==> config.mk <==
export PLATFORM = sky130hd
export DESIGN_NAME = conv_qpsk_top
export DESIGN_NICKNAME = d
export VERILOG_FILES = /design/src/conv_code_pkg.sv /design/src/ctrl_pkg.sv /design/src/conv_cfg_regs.sv /design/src/conv_encoder.sv /design/src/puncturer.sv /design/src/symbol_mapper.sv /design/src/conv_qpsk_top.sv
export SDC_FILE = /design/constraint.sdc
export NUM_CORES = 1
export LEC_CHECK = 0
export BUFFER_PORTS_ARGS = -buffer_cell sky130_fd_sc_hd__buf_2
export CORE_ASPECT_RATIO = 0.9
export CORE_MARGIN = 5
export CORE_UTILIZATION = 30
export DETAILED_ROUTE_END_ITERATION = 8
export SYNTH_ARGS = -nofsm -noshare
export SYNTH_HDL_FRONTEND = slang
export SYNTH_SLANG_ARGS = --single-unit
==> constraint.sdc <==
create_clock -name ce_clk -period 5.63 [get_ports ce_clk]
set_input_delay 0 -clock ce_clk [delete_from_list [all_inputs] [get_ports ce_clk]]
set_output_delay 0 -clock ce_clk [all_outputs]
set_load 0.1 [all_outputs]
==> src/conv_code_pkg.sv <==
/* Code and symbol definitions shared by the encoder chain.
   Defaults give the K=7 rate-1/2 mother code punctured to rate 3/4 */
package conv_code_pkg;

  //////////////////////////////////////////////////
  // Code defaults, overridable from the top level
  //////////////////////////////////////////////////
  localparam int         DEF_K            = 7;
  localparam logic [6:0] DEF_G_UPPER      = 7'b1011011;  // Tap 0 is the newest bit
  localparam logic [6:0] DEF_G_LOWER      = 7'b1111001;
  localparam int         DEF_PUNCT_LEN    = 6;           // Coded bits per pattern
  // Consumed from the top bit down, one bit per serialized coded bit
  localparam logic [5:0] DEF_PUNCT_VECTOR = 6'b110110;

  // Datapath widths
  localparam int DATA_W   = 32;  // Input word
  localparam int SAMPLE_W = 32;  // Output sample, one LUT entry

  //////////////////////////////////////////////////
  // Types
  //////////////////////////////////////////////////

  // One input bit gives one pair, serialized upper first
  typedef struct packed {
    logic upper;
    logic lower;
  } coded_pair_t;

  // QPSK symbol, also the LUT address
  typedef logic [1:0] symbol_t;

  typedef enum logic [1:0] {
    ST_LOAD   = 2'd0,  // No word since the last clear
    ST_WARMUP = 2'd1,  // Filling the shift register
    ST_RUN    = 2'd2   // Every shift produces a pair
  } enc_state_e;

endpackage

==> src/ctrl_pkg.sv <==
/* Settings bus addresses and the configuration types decoded from it.
   Only the low bits of a data word are used for flags and LUT address */
package ctrl_pkg;

  // Settings addresses, matched on the strobe
  typedef enum logic [7:0] {
    SR_USER_RESET   = 8'd131,  // Level, clears the pipeline while set
    SR_REVERSE_BITS = 8'd135,  // Shift words LSB first
    SR_LUT_ADDR     = 8'd139,  // Held LUT write address
    SR_LUT_DATA     = 8'd140,  // Writes the LUT at the held address
    SR_SWAP_IQ      = 8'd141   // First bit of a symbol goes to the LSB
  } sr_addr_e;

  typedef struct packed {
    logic        stb;
    logic [7:0]  addr;
    logic [31:0] data;
  } set_bus_t;

  typedef struct packed {
    logic user_reset;
    logic reverse_bits;
    logic swap_iq;
  } cfg_t;

  // One-cycle write into the symbol LUT
  typedef struct packed {
    logic        en;
    logic [1:0]  addr;
    logic [31:0] data;
  } lut_wr_t;

endpackage

==> src/conv_cfg_regs.sv <==
/* Settings bus decoder. Flags follow a write one cycle after the strobe.
   A LUT data write pulses o_lut_wr.en once, with the address held before */
`timescale 1ns/1ps

module conv_cfg_regs
  import ctrl_pkg::*;
(
  input  logic     ce_clk,
  input  logic     i_reset,
  input  set_bus_t i_set,
  output cfg_t     o_cfg,
  output lut_wr_t  o_lut_wr
);

  sr_addr_e    addr;
  logic        lut_data_wr;   // LUT data write on this strobe
  logic [1:0]  lut_addr;      // Last address written to SR_LUT_ADDR
  logic        lut_wr_en;
  logic [1:0]  lut_wr_addr;
  logic [31:0] lut_wr_data;

  assign addr        = sr_addr_e'(i_set.addr);
  assign lut_data_wr = i_set.stb && (addr == SR_LUT_DATA);

  always_ff @(posedge ce_clk) begin
    if (i_reset) begin
      o_cfg     <= '0;
      lut_addr  <= '0;
      lut_wr_en <= 1'b0;
    end else begin
      lut_wr_en <= lut_data_wr;  // Single cycle pulse
      if (i_set.stb) begin
        case (addr)
          SR_USER_RESET:   o_cfg.user_reset   <= i_set.data[0];
          SR_REVERSE_BITS: o_cfg.reverse_bits <= i_set.data[0];
          SR_SWAP_IQ:      o_cfg.swap_iq      <= i_set.data[0];
          SR_LUT_ADDR:     lut_addr           <= i_set.data[1:0];
          default: ;
        endcase
      end
    end
  end

  // Write payload, captured with the pulse
  always_ff @(posedge ce_clk) begin
    if (lut_data_wr) begin
      lut_wr_addr <= lut_addr;
      lut_wr_data <= i_set.data;
    end
  end

  assign o_lut_wr = '{en: lut_wr_en, addr: lut_wr_addr, data: lut_wr_data};

endmodule

==> src/conv_encoder.sv <==
/* Rate-1/2 convolutional encoder, K of 3 or more. Words shift MSB first
   (LSB first with reverse_bits); the first K-1 bits after a clear give no pair */
`timescale 1ns/1ps

module conv_encoder
  import conv_code_pkg::*;
  import ctrl_pkg::*;
#(
  parameter int           K       = DEF_K,
  parameter logic [K-1:0] G_UPPER = DEF_G_UPPER,
  parameter logic [K-1:0] G_LOWER = DEF_G_LOWER
) (
  input  logic              ce_clk,
  input  logic              i_reset,
  input  cfg_t              i_cfg,
  input  logic [DATA_W-1:0] i_word_data,
  input  logic              i_word_valid,
  output logic              o_word_ready,
  output coded_pair_t       o_pair,
  output logic              o_pair_valid,
  input  logic              i_pair_ready
);

  localparam int CNT_W  = $clog2(DATA_W);
  localparam int WARM_W = $clog2(K);

  logic              clear;
  enc_state_e        state;
  logic [DATA_W-1:0] word_rev;
  logic [DATA_W-1:0] buf_q;       // Next bit to shift sits at the top
  logic              buf_full;
  logic [CNT_W-1:0]  shift_cnt;   // Bits of the current word already shifted
  logic [WARM_W-1:0] warm_cnt;
  logic [K-1:0]      sreg;        // Newest bit at position 0
  logic              word_ready_q;
  logic              advance;
  logic              take_word;

  assign clear    = i_reset | i_cfg.user_reset;
  assign word_rev = {<<{i_word_data}};

  // Shift while the held pair is taken, or while there is none to hold
  assign advance = buf_full & (i_pair_ready | ~o_pair_valid);

  // Armed after bit 30, open only while the last bit actually moves out
  assign o_word_ready = word_ready_q & (~buf_full | advance);
  assign take_word    = i_word_valid & o_word_ready;

  //////////////////////////////////////////////////
  // Control
  //////////////////////////////////////////////////
  always_ff @(posedge ce_clk) begin
    if (clear) begin
      state        <= ST_LOAD;
      buf_full     <= 1'b0;
      shift_cnt    <= '0;
      warm_cnt     <= '0;
      word_ready_q <= 1'b0;
      o_pair_valid <= 1'b0;
    end else begin
      if (advance) begin
        o_pair_valid <= (state == ST_RUN);  // Pair of the bit entering now
        shift_cnt    <= shift_cnt + 1'b1;
        if (shift_cnt == CNT_W'(DATA_W - 1)) buf_full <= 1'b0;
        if (shift_cnt == CNT_W'(DATA_W - 2)) word_ready_q <= 1'b1;
      end else if (i_pair_ready) begin
        o_pair_valid <= 1'b0;  // Taken, nothing new behind it
      end

      if (!buf_full) word_ready_q <= 1'b1;

      if (take_word) begin
        word_ready_q <= 1'b0;
        buf_full     <= 1'b1;
        shift_cnt    <= '0;
      end

      case (state)
        ST_LOAD: begin
          if (take_word) state <= ST_WARMUP;
        end
        ST_WARMUP: begin
          if (advance) begin
            if (warm_cnt == WARM_W'(K - 2)) state <= ST_RUN;
            else warm_cnt <= warm_cnt + 1'b1;
          end
        end
        default: ;
      endcase
    end
  end

  // Word buffer and code shift register, contents kept across a pause
  always_ff @(posedge ce_clk) begin
    if (take_word) buf_q <= i_cfg.reverse_bits ? word_rev : i_word_data;
    else if (advance) buf_q <= buf_q << 1;
    if (advance) sreg <= {sreg[K-2:0], buf_q[DATA_W-1]};
  end

  // Coded bits, parity of the tapped register bits
  assign o_pair.upper = ^(sreg & G_UPPER);
  assign o_pair.lower = ^(sreg & G_LOWER);

endmodule

==> src/puncturer.sv <==
/* Serializes coded pairs upper first and drops bits where the pattern is 0.
   PUNCT_LEN must be even so that a pattern covers whole pairs */
`timescale 1ns/1ps

module puncturer
  import conv_code_pkg::*;
  import ctrl_pkg::*;
#(
  parameter int                   PUNCT_LEN    = DEF_PUNCT_LEN,
  parameter logic [PUNCT_LEN-1:0] PUNCT_VECTOR = DEF_PUNCT_VECTOR
) (
  input  logic        ce_clk,
  input  logic        i_reset,
  input  cfg_t        i_cfg,
  input  coded_pair_t i_pair,
  input  logic        i_pair_valid,
  output logic        o_pair_ready,
  output logic        o_bit,
  output logic        o_bit_valid,
  input  logic        i_bit_ready
);

  localparam int IDX_W = $clog2(PUNCT_LEN);

  logic             clear;
  logic             sel_lower;  // Upper bit of the pair already handled
  logic             cur_bit;
  logic             keep;
  logic             out_free;
  logic             step;       // One coded bit consumed
  logic [IDX_W-1:0] idx;

  assign clear    = i_reset | i_cfg.user_reset;
  assign cur_bit  = sel_lower ? i_pair.lower : i_pair.upper;
  assign keep     = PUNCT_VECTOR[idx];
  assign out_free = ~o_bit_valid | i_bit_ready;

  // A dropped bit needs no room in the output register
  assign step         = i_pair_valid & (~keep | out_free);
  assign o_pair_ready = sel_lower & (~keep | out_free);  // Pair leaves with its lower bit

  always_ff @(posedge ce_clk) begin
    if (clear) begin
      idx         <= IDX_W'(PUNCT_LEN - 1);
      sel_lower   <= 1'b0;
      o_bit_valid <= 1'b0;
    end else begin
      if (step) begin
        sel_lower <= ~sel_lower;
        idx       <= (idx == '0) ? IDX_W'(PUNCT_LEN - 1) : idx - 1'b1;
      end
      if (step && keep) o_bit_valid <= 1'b1;
      else if (i_bit_ready) o_bit_valid <= 1'b0;
    end
  end

  // Surviving bit
  always_ff @(posedge ce_clk) begin
    if (step && keep) o_bit <= cur_bit;
  end

endmodule

==> src/symbol_mapper.sv <==
/* QPSK mapper with a 4-entry sample LUT, kept through a user reset.
   A sample leaves two cycles after its second bit when the output is free */
`timescale 1ns/1ps

module symbol_mapper
  import conv_code_pkg::*;
  import ctrl_pkg::*;
(
  input  logic                ce_clk,
  input  logic                i_reset,
  input  cfg_t                i_cfg,
  input  lut_wr_t             i_lut_wr,
  input  logic                i_bit,
  input  logic                i_bit_valid,
  output logic                o_bit_ready,
  output logic [SAMPLE_W-1:0] o_sample_data,
  output logic                o_sample_valid,
  input  logic                i_sample_ready
);

  logic                clear;
  logic                have_first;   // First bit of a symbol is held
  logic                first_bit;
  logic                bit_take;
  logic                second_take;  // Symbol complete, LUT read issued
  symbol_t             sym;
  logic                out_free;
  logic                rd_free;
  logic                rd_valid;
  logic [SAMPLE_W-1:0] rd_data;
  logic [SAMPLE_W-1:0] lut [4];

  assign clear = i_reset | i_cfg.user_reset;

  // Two-deep output, LUT read stage then sample register
  assign out_free = ~o_sample_valid | i_sample_ready;
  assign rd_free  = ~rd_valid | out_free;

  assign o_bit_ready = ~have_first | rd_free;
  assign bit_take    = i_bit_valid & o_bit_ready;
  assign second_take = bit_take & have_first;
  assign sym = i_cfg.swap_iq ? {i_bit, first_bit} : {first_bit, i_bit};

  //////////////////////////////////////////////////
  // Control
  //////////////////////////////////////////////////
  always_ff @(posedge ce_clk) begin
    if (clear) begin
      have_first     <= 1'b0;
      rd_valid       <= 1'b0;
      o_sample_valid <= 1'b0;
    end else begin
      if (bit_take) have_first <= ~have_first;
      if (rd_free) rd_valid <= second_take;
      if (out_free) o_sample_valid <= rd_valid;
    end
  end

  // Symbol LUT with registered read
  always_ff @(posedge ce_clk) begin
    if (i_lut_wr.en) lut[i_lut_wr.addr] <= i_lut_wr.data;
    if (second_take) rd_data <= lut[sym];
  end

  always_ff @(posedge ce_clk) begin
    if (bit_take && !have_first) first_bit <= i_bit;
    if (out_free && rd_valid) o_sample_data <= rd_data;  // Held while stalled
  end

endmodule

==> src/conv_qpsk_top.sv <==
/* Rate-3/4 convolutional encoder with QPSK mapping. Load the LUT before
   streaming; all stages clear on i_reset or while user reset is set */
`timescale 1ns/1ps

module conv_qpsk_top
  import conv_code_pkg::*;
  import ctrl_pkg::*;
#(
  parameter int                   K            = DEF_K,
  parameter logic [K-1:0]         G_UPPER      = DEF_G_UPPER,
  parameter logic [K-1:0]         G_LOWER      = DEF_G_LOWER,
  parameter int                   PUNCT_LEN    = DEF_PUNCT_LEN,
  parameter logic [PUNCT_LEN-1:0] PUNCT_VECTOR = DEF_PUNCT_VECTOR
) (
  input  logic                ce_clk,
  input  logic                i_reset,
  input  set_bus_t            i_set,
  input  logic [DATA_W-1:0]   i_word_data,
  input  logic                i_word_valid,
  output logic                o_word_ready,
  output logic [SAMPLE_W-1:0] o_sample_data,
  output logic                o_sample_valid,
  input  logic                i_sample_ready
);

  cfg_t        cfg;
  lut_wr_t     lut_wr;
  coded_pair_t pair;
  logic        pair_valid;
  logic        pair_ready;
  logic        punct_bit;
  logic        punct_bit_valid;
  logic        punct_bit_ready;

  //////////////////////////////////////////////////
  // Settings
  //////////////////////////////////////////////////
  conv_cfg_regs cfg_regs0 (
    .ce_clk   (ce_clk),
    .i_reset  (i_reset),
    .i_set    (i_set),
    .o_cfg    (cfg),
    .o_lut_wr (lut_wr)
  );

  //////////////////////////////////////////////////
  // Encode, puncture, map
  //////////////////////////////////////////////////
  conv_encoder #(
    .K       (K),
    .G_UPPER (G_UPPER),
    .G_LOWER (G_LOWER)
  ) encoder0 (
    .ce_clk       (ce_clk),
    .i_reset      (i_reset),
    .i_cfg        (cfg),
    .i_word_data  (i_word_data),
    .i_word_valid (i_word_valid),
    .o_word_ready (o_word_ready),
    .o_pair       (pair),
    .o_pair_valid (pair_valid),
    .i_pair_ready (pair_ready)
  );

  puncturer #(
    .PUNCT_LEN    (PUNCT_LEN),
    .PUNCT_VECTOR (PUNCT_VECTOR)
  ) punct0 (
    .ce_clk       (ce_clk),
    .i_reset      (i_reset),
    .i_cfg        (cfg),
    .i_pair       (pair),
    .i_pair_valid (pair_valid),
    .o_pair_ready (pair_ready),
    .o_bit        (punct_bit),
    .o_bit_valid  (punct_bit_valid),
    .i_bit_ready  (punct_bit_ready)
  );

  symbol_mapper mapper0 (
    .ce_clk         (ce_clk),
    .i_reset        (i_reset),
    .i_cfg          (cfg),
    .i_lut_wr       (lut_wr),
    .i_bit          (punct_bit),
    .i_bit_valid    (punct_bit_valid),
    .o_bit_ready    (punct_bit_ready),
    .o_sample_data  (o_sample_data),
    .o_sample_valid (o_sample_valid),
    .i_sample_ready (i_sample_ready)
  );

endmodule

# After elaboration in Yosys (flattened, before gate mapping)

Memory sizes are Yosys's and may differ from the RTL's. A register that Yosys moved wholly into a read port is not among the register bits.
Cells that the tools add are included.

Bits in registers: 134
RAM bits: 128
Memory bits (read-only): 8
Input port bits: 77
Output and inout port bits: 34
Word-level logic and storage cells: 117
Memories: 2

$add $sub $neg: 3
$lt $le $gt $ge: 1
Equality and inequality tests: 15
Muxes and demuxes: 25
Bitwise operators: 24
Reductions and logical operators: 23

Memories:

| name            | depth | width | read ports | clocked after memory_dff | wr ports | line                | source |
|---|---|---|---|---|---|---|---|
| mapper0.lut     | 4     | 32    | 1          | 1                        | 1        | symbol_mapper.sv:31 | `logic [SAMPLE_W-1:0] lut [4];` |
| (no name shown) | 8     | 1     | 1          | 1                        | 0        | puncturer.sv:35     | `assign keep = PUNCT_VECTOR[idx];` |

Operator list:

| cell                                                                         | number |
|---|---|
| 32-bit two-way mux                                                           | 3 |
| 8-bit equality test, second input constant                                   | 5 |
| 1-bit two-way mux                                                            | 14 |
| 7-bit XOR reduction                                                          | 2 |
| 2-bit AND reduction                                                          | 6 |
| 5-bit equality test, second input constant                                   | 2 |
| 2-bit nonzero test                                                           | 5 |
| 3-bit two-way mux                                                            | 3 |
| 1-bit inverter                                                               | 9 |
| 2-bit two-way mux                                                            | 4 |
| 1-bit bitwise OR                                                             | 8 |
| 1-bit AND                                                                    | 7 |
| 2-bit by 1-bit inequality test with 1-bit output, second input constant      | 3 |
| 5-bit by 1-bit adder with 5-bit output, second input constant                | 1 |
| 1-bit logical AND                                                            | 4 |
| 3-bit by 4-bit less-than comparator with 1-bit output, second input constant | 1 |
| 2-bit inequality test, second input constant                                 | 2 |
| 2-bit case mux with 2 select lines                                           | 1 |
| 4-bit AND reduction                                                          | 1 |
| 3-bit by 1-bit adder with 3-bit output, second input constant                | 1 |
| 3-bit equality test, second input constant                                   | 1 |
| 3-bit zero test                                                              | 1 |
| 3-bit AND reduction                                                          | 1 |
| 3-bit by 1-bit subtractor with 3-bit output, second input constant           | 1 |
| other kinds (5)                                                              | 5 |

# Longest topological paths before layout

Word-level depth: 14
Mapped depth: 6
Depth with buffers taken out: 6

# By module

Synthesis repeated with hierarchy kept, for this count alone.

Cell total of the unflattened synthesis: 663
Area total of the unflattened synthesis: 11,669.9 µm²

By module, submodules not included:

| module        | times used | cells each | area each (µm²) | sequential area each (µm²) |
|---|---|---|---|---|
| symbol_mapper | 1          | 365        | 7,289.5         | 5,855.6 |
| conv_encoder  | 1          | 195        | 2,700.1         | 1,431.4 |
| conv_cfg_regs | 1          | 67         | 1,340.0         | 1,141.1 |
| puncturer     | 1          | 36         | 340.3           | 150.1 |

# Worst setup path before layout

No wires, ideal clock.

Path type: reg-to-reg
From: register mapper0.o_sample_valid
To: register mapper0.o_sample_data[0], enable pin
Setup time: 0.470 ns
Arrival time: 3.198 ns
Required time: 5.160 ns
Slack: 1.962 ns
Stages on the path, launching flop included: 2
Path buffers: 0
Period minus slack after synthesis: 3.668 ns
Path through: dfxtp_1 a21boi_0

Word-level cells in the longest chain between the ends: 3

Ends and longest elaborated chain:

| item                     | line                | source |
|---|---|---|
| start: declaration       | symbol_mapper.sv:17 | `output logic o_sample_valid,` |
| start signal: assignment | symbol_mapper.sv:55 | `if (out_free) o_sample_valid <= rd_valid;` |
| 1-bit inverter           | symbol_mapper.sv:36 | `assign out_free = ~o_sample_valid \| i_sample_ready;` |
| 1-bit bitwise OR         | symbol_mapper.sv:36 |  |
| 1-bit logical AND        | symbol_mapper.sv:67 | `if (out_free && rd_valid) o_sample_data <= rd_data;` |
| end signal: assignment   | symbol_mapper.sv:67 |  |
| end: declaration         | symbol_mapper.sv:16 | `output logic [SAMPLE_W-1:0] o_sample_data,` |

Every way passes these cells.
A chain may end at the register's enable or synchronous reset.

# Worst setup path in the final report

From: register cfg_regs0.o_cfg[0] (netlist name)
To: register mapper0.rd_data[23] (read register of mapper0.lut), data pin

Word-level cells in the longest chain between the ends: 1

Ends and longest elaborated chain:

| item               | line                | source |
|---|---|---|
| start: declaration | conv_cfg_regs.sv:11 | `output cfg_t o_cfg,` |
| 2-bit two-way mux  | symbol_mapper.sv:42 | `assign sym = i_cfg.swap_iq ? {i_bit, first_bit} : {first_bit, i_bit};` |
| end: declaration   | symbol_mapper.sv:30 | `logic [SAMPLE_W-1:0] rd_data;` |

Every way passes these cells.

==> run summary <==
The post-detailed-route DRC marker count is 0. The total clock sinks came out at 295. The area of all placed cells without fillers is 14000 um2. The maximum number of pins on one net before global-route repair came out at 37. The mean instance size in the synthesized netlist came out at 20.4 um2.

The number of cells upsized or downsized after cts came out at 0. The global-route track usage on met3 is 2.88%. The highest clock rate came out at 398 MHz. The power per unit of standard cell area is 314 nW/um2. The average routed wire per standard cell came out at 16.5 um. The sequential fraction of the synthesis area is 77.4%. The post-detailed-routing wire length is 20800 um. The commonest cells after synthesis are edfxtp_1 (267), mux2_2 (63), dfxtp_1 (28), mux4_2 (28), nor2_1 (17). The area of the core came out at 36300 um2. The worst-case setup margin in the final layout is 3.12 ns. The worst endpoint data arrival time came out at 2.81 ns. The clock root buffer is clkbuf_16. The first-pass GRT wire length is 32900 um. The worst setup path is of the reg2reg kind. edfxtp_1 is the most common cell in the netlist. The die covers 40900 um2.

The layout cell share with drive strength beyond 1 came out at 33.8%. Among all flip-flop cells after synthesis, the most frequent one is edfxtp_1. The synthesis-to-layout area growth is 26.4%. The met1 usage came out at 14.0%.

The cell area that synthesis handed to floorplanning was 11100 um2. The count of nets left with antenna violations once routing finished came out at 0. The worst setup path is captured at a register. The estimated wirelength of the detail-placed design came out at 12600 um. The overflow left after global routing came out at 0. The type of the most critical hold path is in2reg. STA classifies the critical path startpoint as a register. The normalized max-slew margin is 23.9%. After global routing, the most crowded layer is met2. The count of boundary I/O pins is 111. edfxtp_1 takes more of the synthesized area than any other cell.

Of the post-synthesis cell area, the dominant cell type holds 72.4%. At the end of routability-driven placement, the weighted congestion stood at 0.700. The latest clock arrival within the worst-skew pair came out at 0.56 ns. VDD sags by at most 0.211 mV. The number of global-route vias before repair came out at 5842. The number of vias after detailed routing is 5517. The internal portion of the total power is 3.52 mW.

The initial antenna violation count was 1. The chip width is 213 um. The post-place setup slack is 3.02 ns. The distinct cell type count after synthesis is 57.

The number of warnings reported in the yosys synthesis log is 0. The total of fill cells in the finished design came out at 3294. The reported net switching power is 0.881 mW.

The clock arrives with 0.0198 ns of skew. The number of violations reported at the end of detailed-routing iteration 0 is 292. The run finished with clean final reports.

After layout, the worst path uses 44.6% of the clock period. At the end of the flow, the number of nets in the layout was 847. In this run the static leakage power is 4.73 nW. The synthesized netlist net count is 625.

At the worst endpoint, the required time is 5.93 ns. Setup repair after global routing left no endpoint under its margin. The effective utilization at floorplan is 30.5%.

The max-slew violation total from the final report is 0. The floorplan step set the die height to 192 um. The number of setup violations in the final report came out at 0. The final period demand of the worst path came out at 2.51 ns. CTS built an H-tree with a depth of 1. The number of standard-cell rows in the floorplan is 66. The CTS tree is done.

The first detailed-routing pass took 4 iterations. The share of total power dissipated in sequential elements is 54.8%. The clock buffer count from CTS came out at 30. For the pin with the worst max-slew slack, the measured transition is 1.14 ns. The met2 usage in global routing came out at 16.5%. The flop and latch count out of synthesis is 295. The number of flops mapped to enable cells by yosys came out at 267.

The number of cells produced by synthesis came out at 542. The fraction of registers with async set or reset after synthesis came out at 0%. The clock transition time at the flip-flop clock pins of the worst setup and hold paths came out at 0.06 ns. The area after detailed placement came out at 12200 um2. The final hold violation count is 0. The overall routing resource usage came out at 10.3%. The switching power as a share of total power is 20.0%.

After synthesis, the cell types taking the most area are edfxtp_1 (72%), mux2_2 (6.4%), mux4_2 (5.7%), dfxtp_1 (5.1%), mux4_1 (0.95%). The count of inserted antenna diode cells came out at 0. The maximum fanout encountered on the critical timing path came out at 21. The total negative slack for setup checks came out at 0 ns. Using the TritonRoute via totals, the vias-per-cell ratio works out to 4.38. The number of maximum-capacitance violations is 0. The number of buffers on the longest clock path came out at 3. The part of the power in combinational logic came out at 3.9%.

In this run the tool buffered the top-level ports with 110 buffer cells. In this run, the clock network consumes 41.3% of the power.
-- worst max-delay path: stages (launching register included) --
cell     delay [ns]
dfxtp_1        0.47
mux2i_4        0.67
buf_4          0.50
mux4_1         0.60
-- cell usage in the layout, fill, tap and decap left out, drive strengths merged, types with 8 or more instances in the layout --
| master | netlist | layout |
|---|---|---|
| o21ai | 9 | 9 |
| a21oi | 10 | 10 |
| nand2 | 8 | 8 |
| mux2i | 10 | 10 |
| dlygate4sd3 | 0 | 91 |
| clkbuf | 11 | 35 |
| mux4 | 32 | 32 |
| edfxtp | 267 | 267 |
| dfxtp | 28 | 28 |
| nor2 | 17 | 17 |
| mux2 | 63 | 63 |
| inv | 10 | 11 |
| buf | 7 | 117 |
| clkinv | 1 | 15 |
-- stage by stage --
step | hold slack (ns) | utilization (%) | cells | power, mW
6_report | 0.155 | 38.5 | 1259 | 4.40
5_1_grt | 0.124 | 38.5 | 1259 | 4.58
4_1_cts | 0.118 | 38.5 | 1259 | 4.46
3_5_place_dp | 0.178 | 33.6 | 1117 | 2.58
3_3_place_gp | 0.179 | 33.6 | 1117 | 2.58
2_1_floorplan | 0.0989 | - | 542 | 2.53
-- path summary, 6_finish.rpt --
check                                         from                  endpoint  slack (ns)  depth (start not counted)
worst max-delay path            cfg_regs0.o_cfg[0]       mapper0.rd_data[23]        3.12                          3
worst min register to register  mapper0.rd_data[2]  mapper0.o_sample_data[2]        0.42                          0
worst max register to register  cfg_regs0.o_cfg[0]       mapper0.rd_data[23]        3.12                          3
worst min-delay path                      i_set[2]  cfg_regs0.lut_wr_data[2]        0.15                          2
-- cells by family (layout without fill, tap and decap cells) --
family,count (synthesis),in the layout,synth area share [%]
AO/OA/AOI/OAI,37,37,2.47
XOR/XNOR,6,6,0.474
adder cells (fa/ha/maj),6,6,0.678
buffers and inverters,29,270,1.60
flip-flops,295,295,77.4
multiplexers,105,105,13.9
AND/OR/NAND/NOR,64,64,3.39
-- registers in the layout (all words and copies together) (netlist names), 2 cells and up --
signal                 count
cfg_regs0.lut_addr         2
cfg_regs0.lut_wr_addr      2
cfg_regs0.lut_wr_data     32
cfg_regs0.o_cfg            3
encoder0.buf_q            32
encoder0.shift_cnt         5
encoder0.sreg              7
encoder0.state             2
encoder0.warm_cnt          3
mapper0.lut              128
mapper0.o_sample_data     32
mapper0.rd_data           32
punct0.idx                 3
-- cell type report --
class	count	area (um2)	share of cell area (%)
Inverter	11	41.3	0.295
Clock inverter	16	123	0.876
Sequential cell	295	8580	61.3
Tap cell	476	596	4.25
Multi-Input combinational cell	218	2380	17.0
Clock buffer	35	769	5.50
Timing Repair Buffer	208	1510	10.8
-- routing by layer --
layer	vias up	wire (um)
met4	2	462
met5	-	7
met3	34	1270
li1	2626	-
met2	139	9480
met1	2716	9560
-- power groups by stage --
stage | combinational [mW] | sequential (mW) | clock [mW]
floorplan | 0.0791 | 2.45 | 0
finish | 0.170 | 2.41 | 1.82
global placement | 0.122 | 2.46 | 0
global route | 0.186 | 2.41 | 1.98
CTS | 0.171 | 2.41 | 1.88
detailed placement | 0.124 | 2.46 | 0
-- what timing repair did --
item / CTS / global route
endpoints found under the hold margin: 84 / 0
buffers inserted: 0 / 0
hold buffers: 91 / 0
No activity file was read; power rests on OpenSTA's default activity.
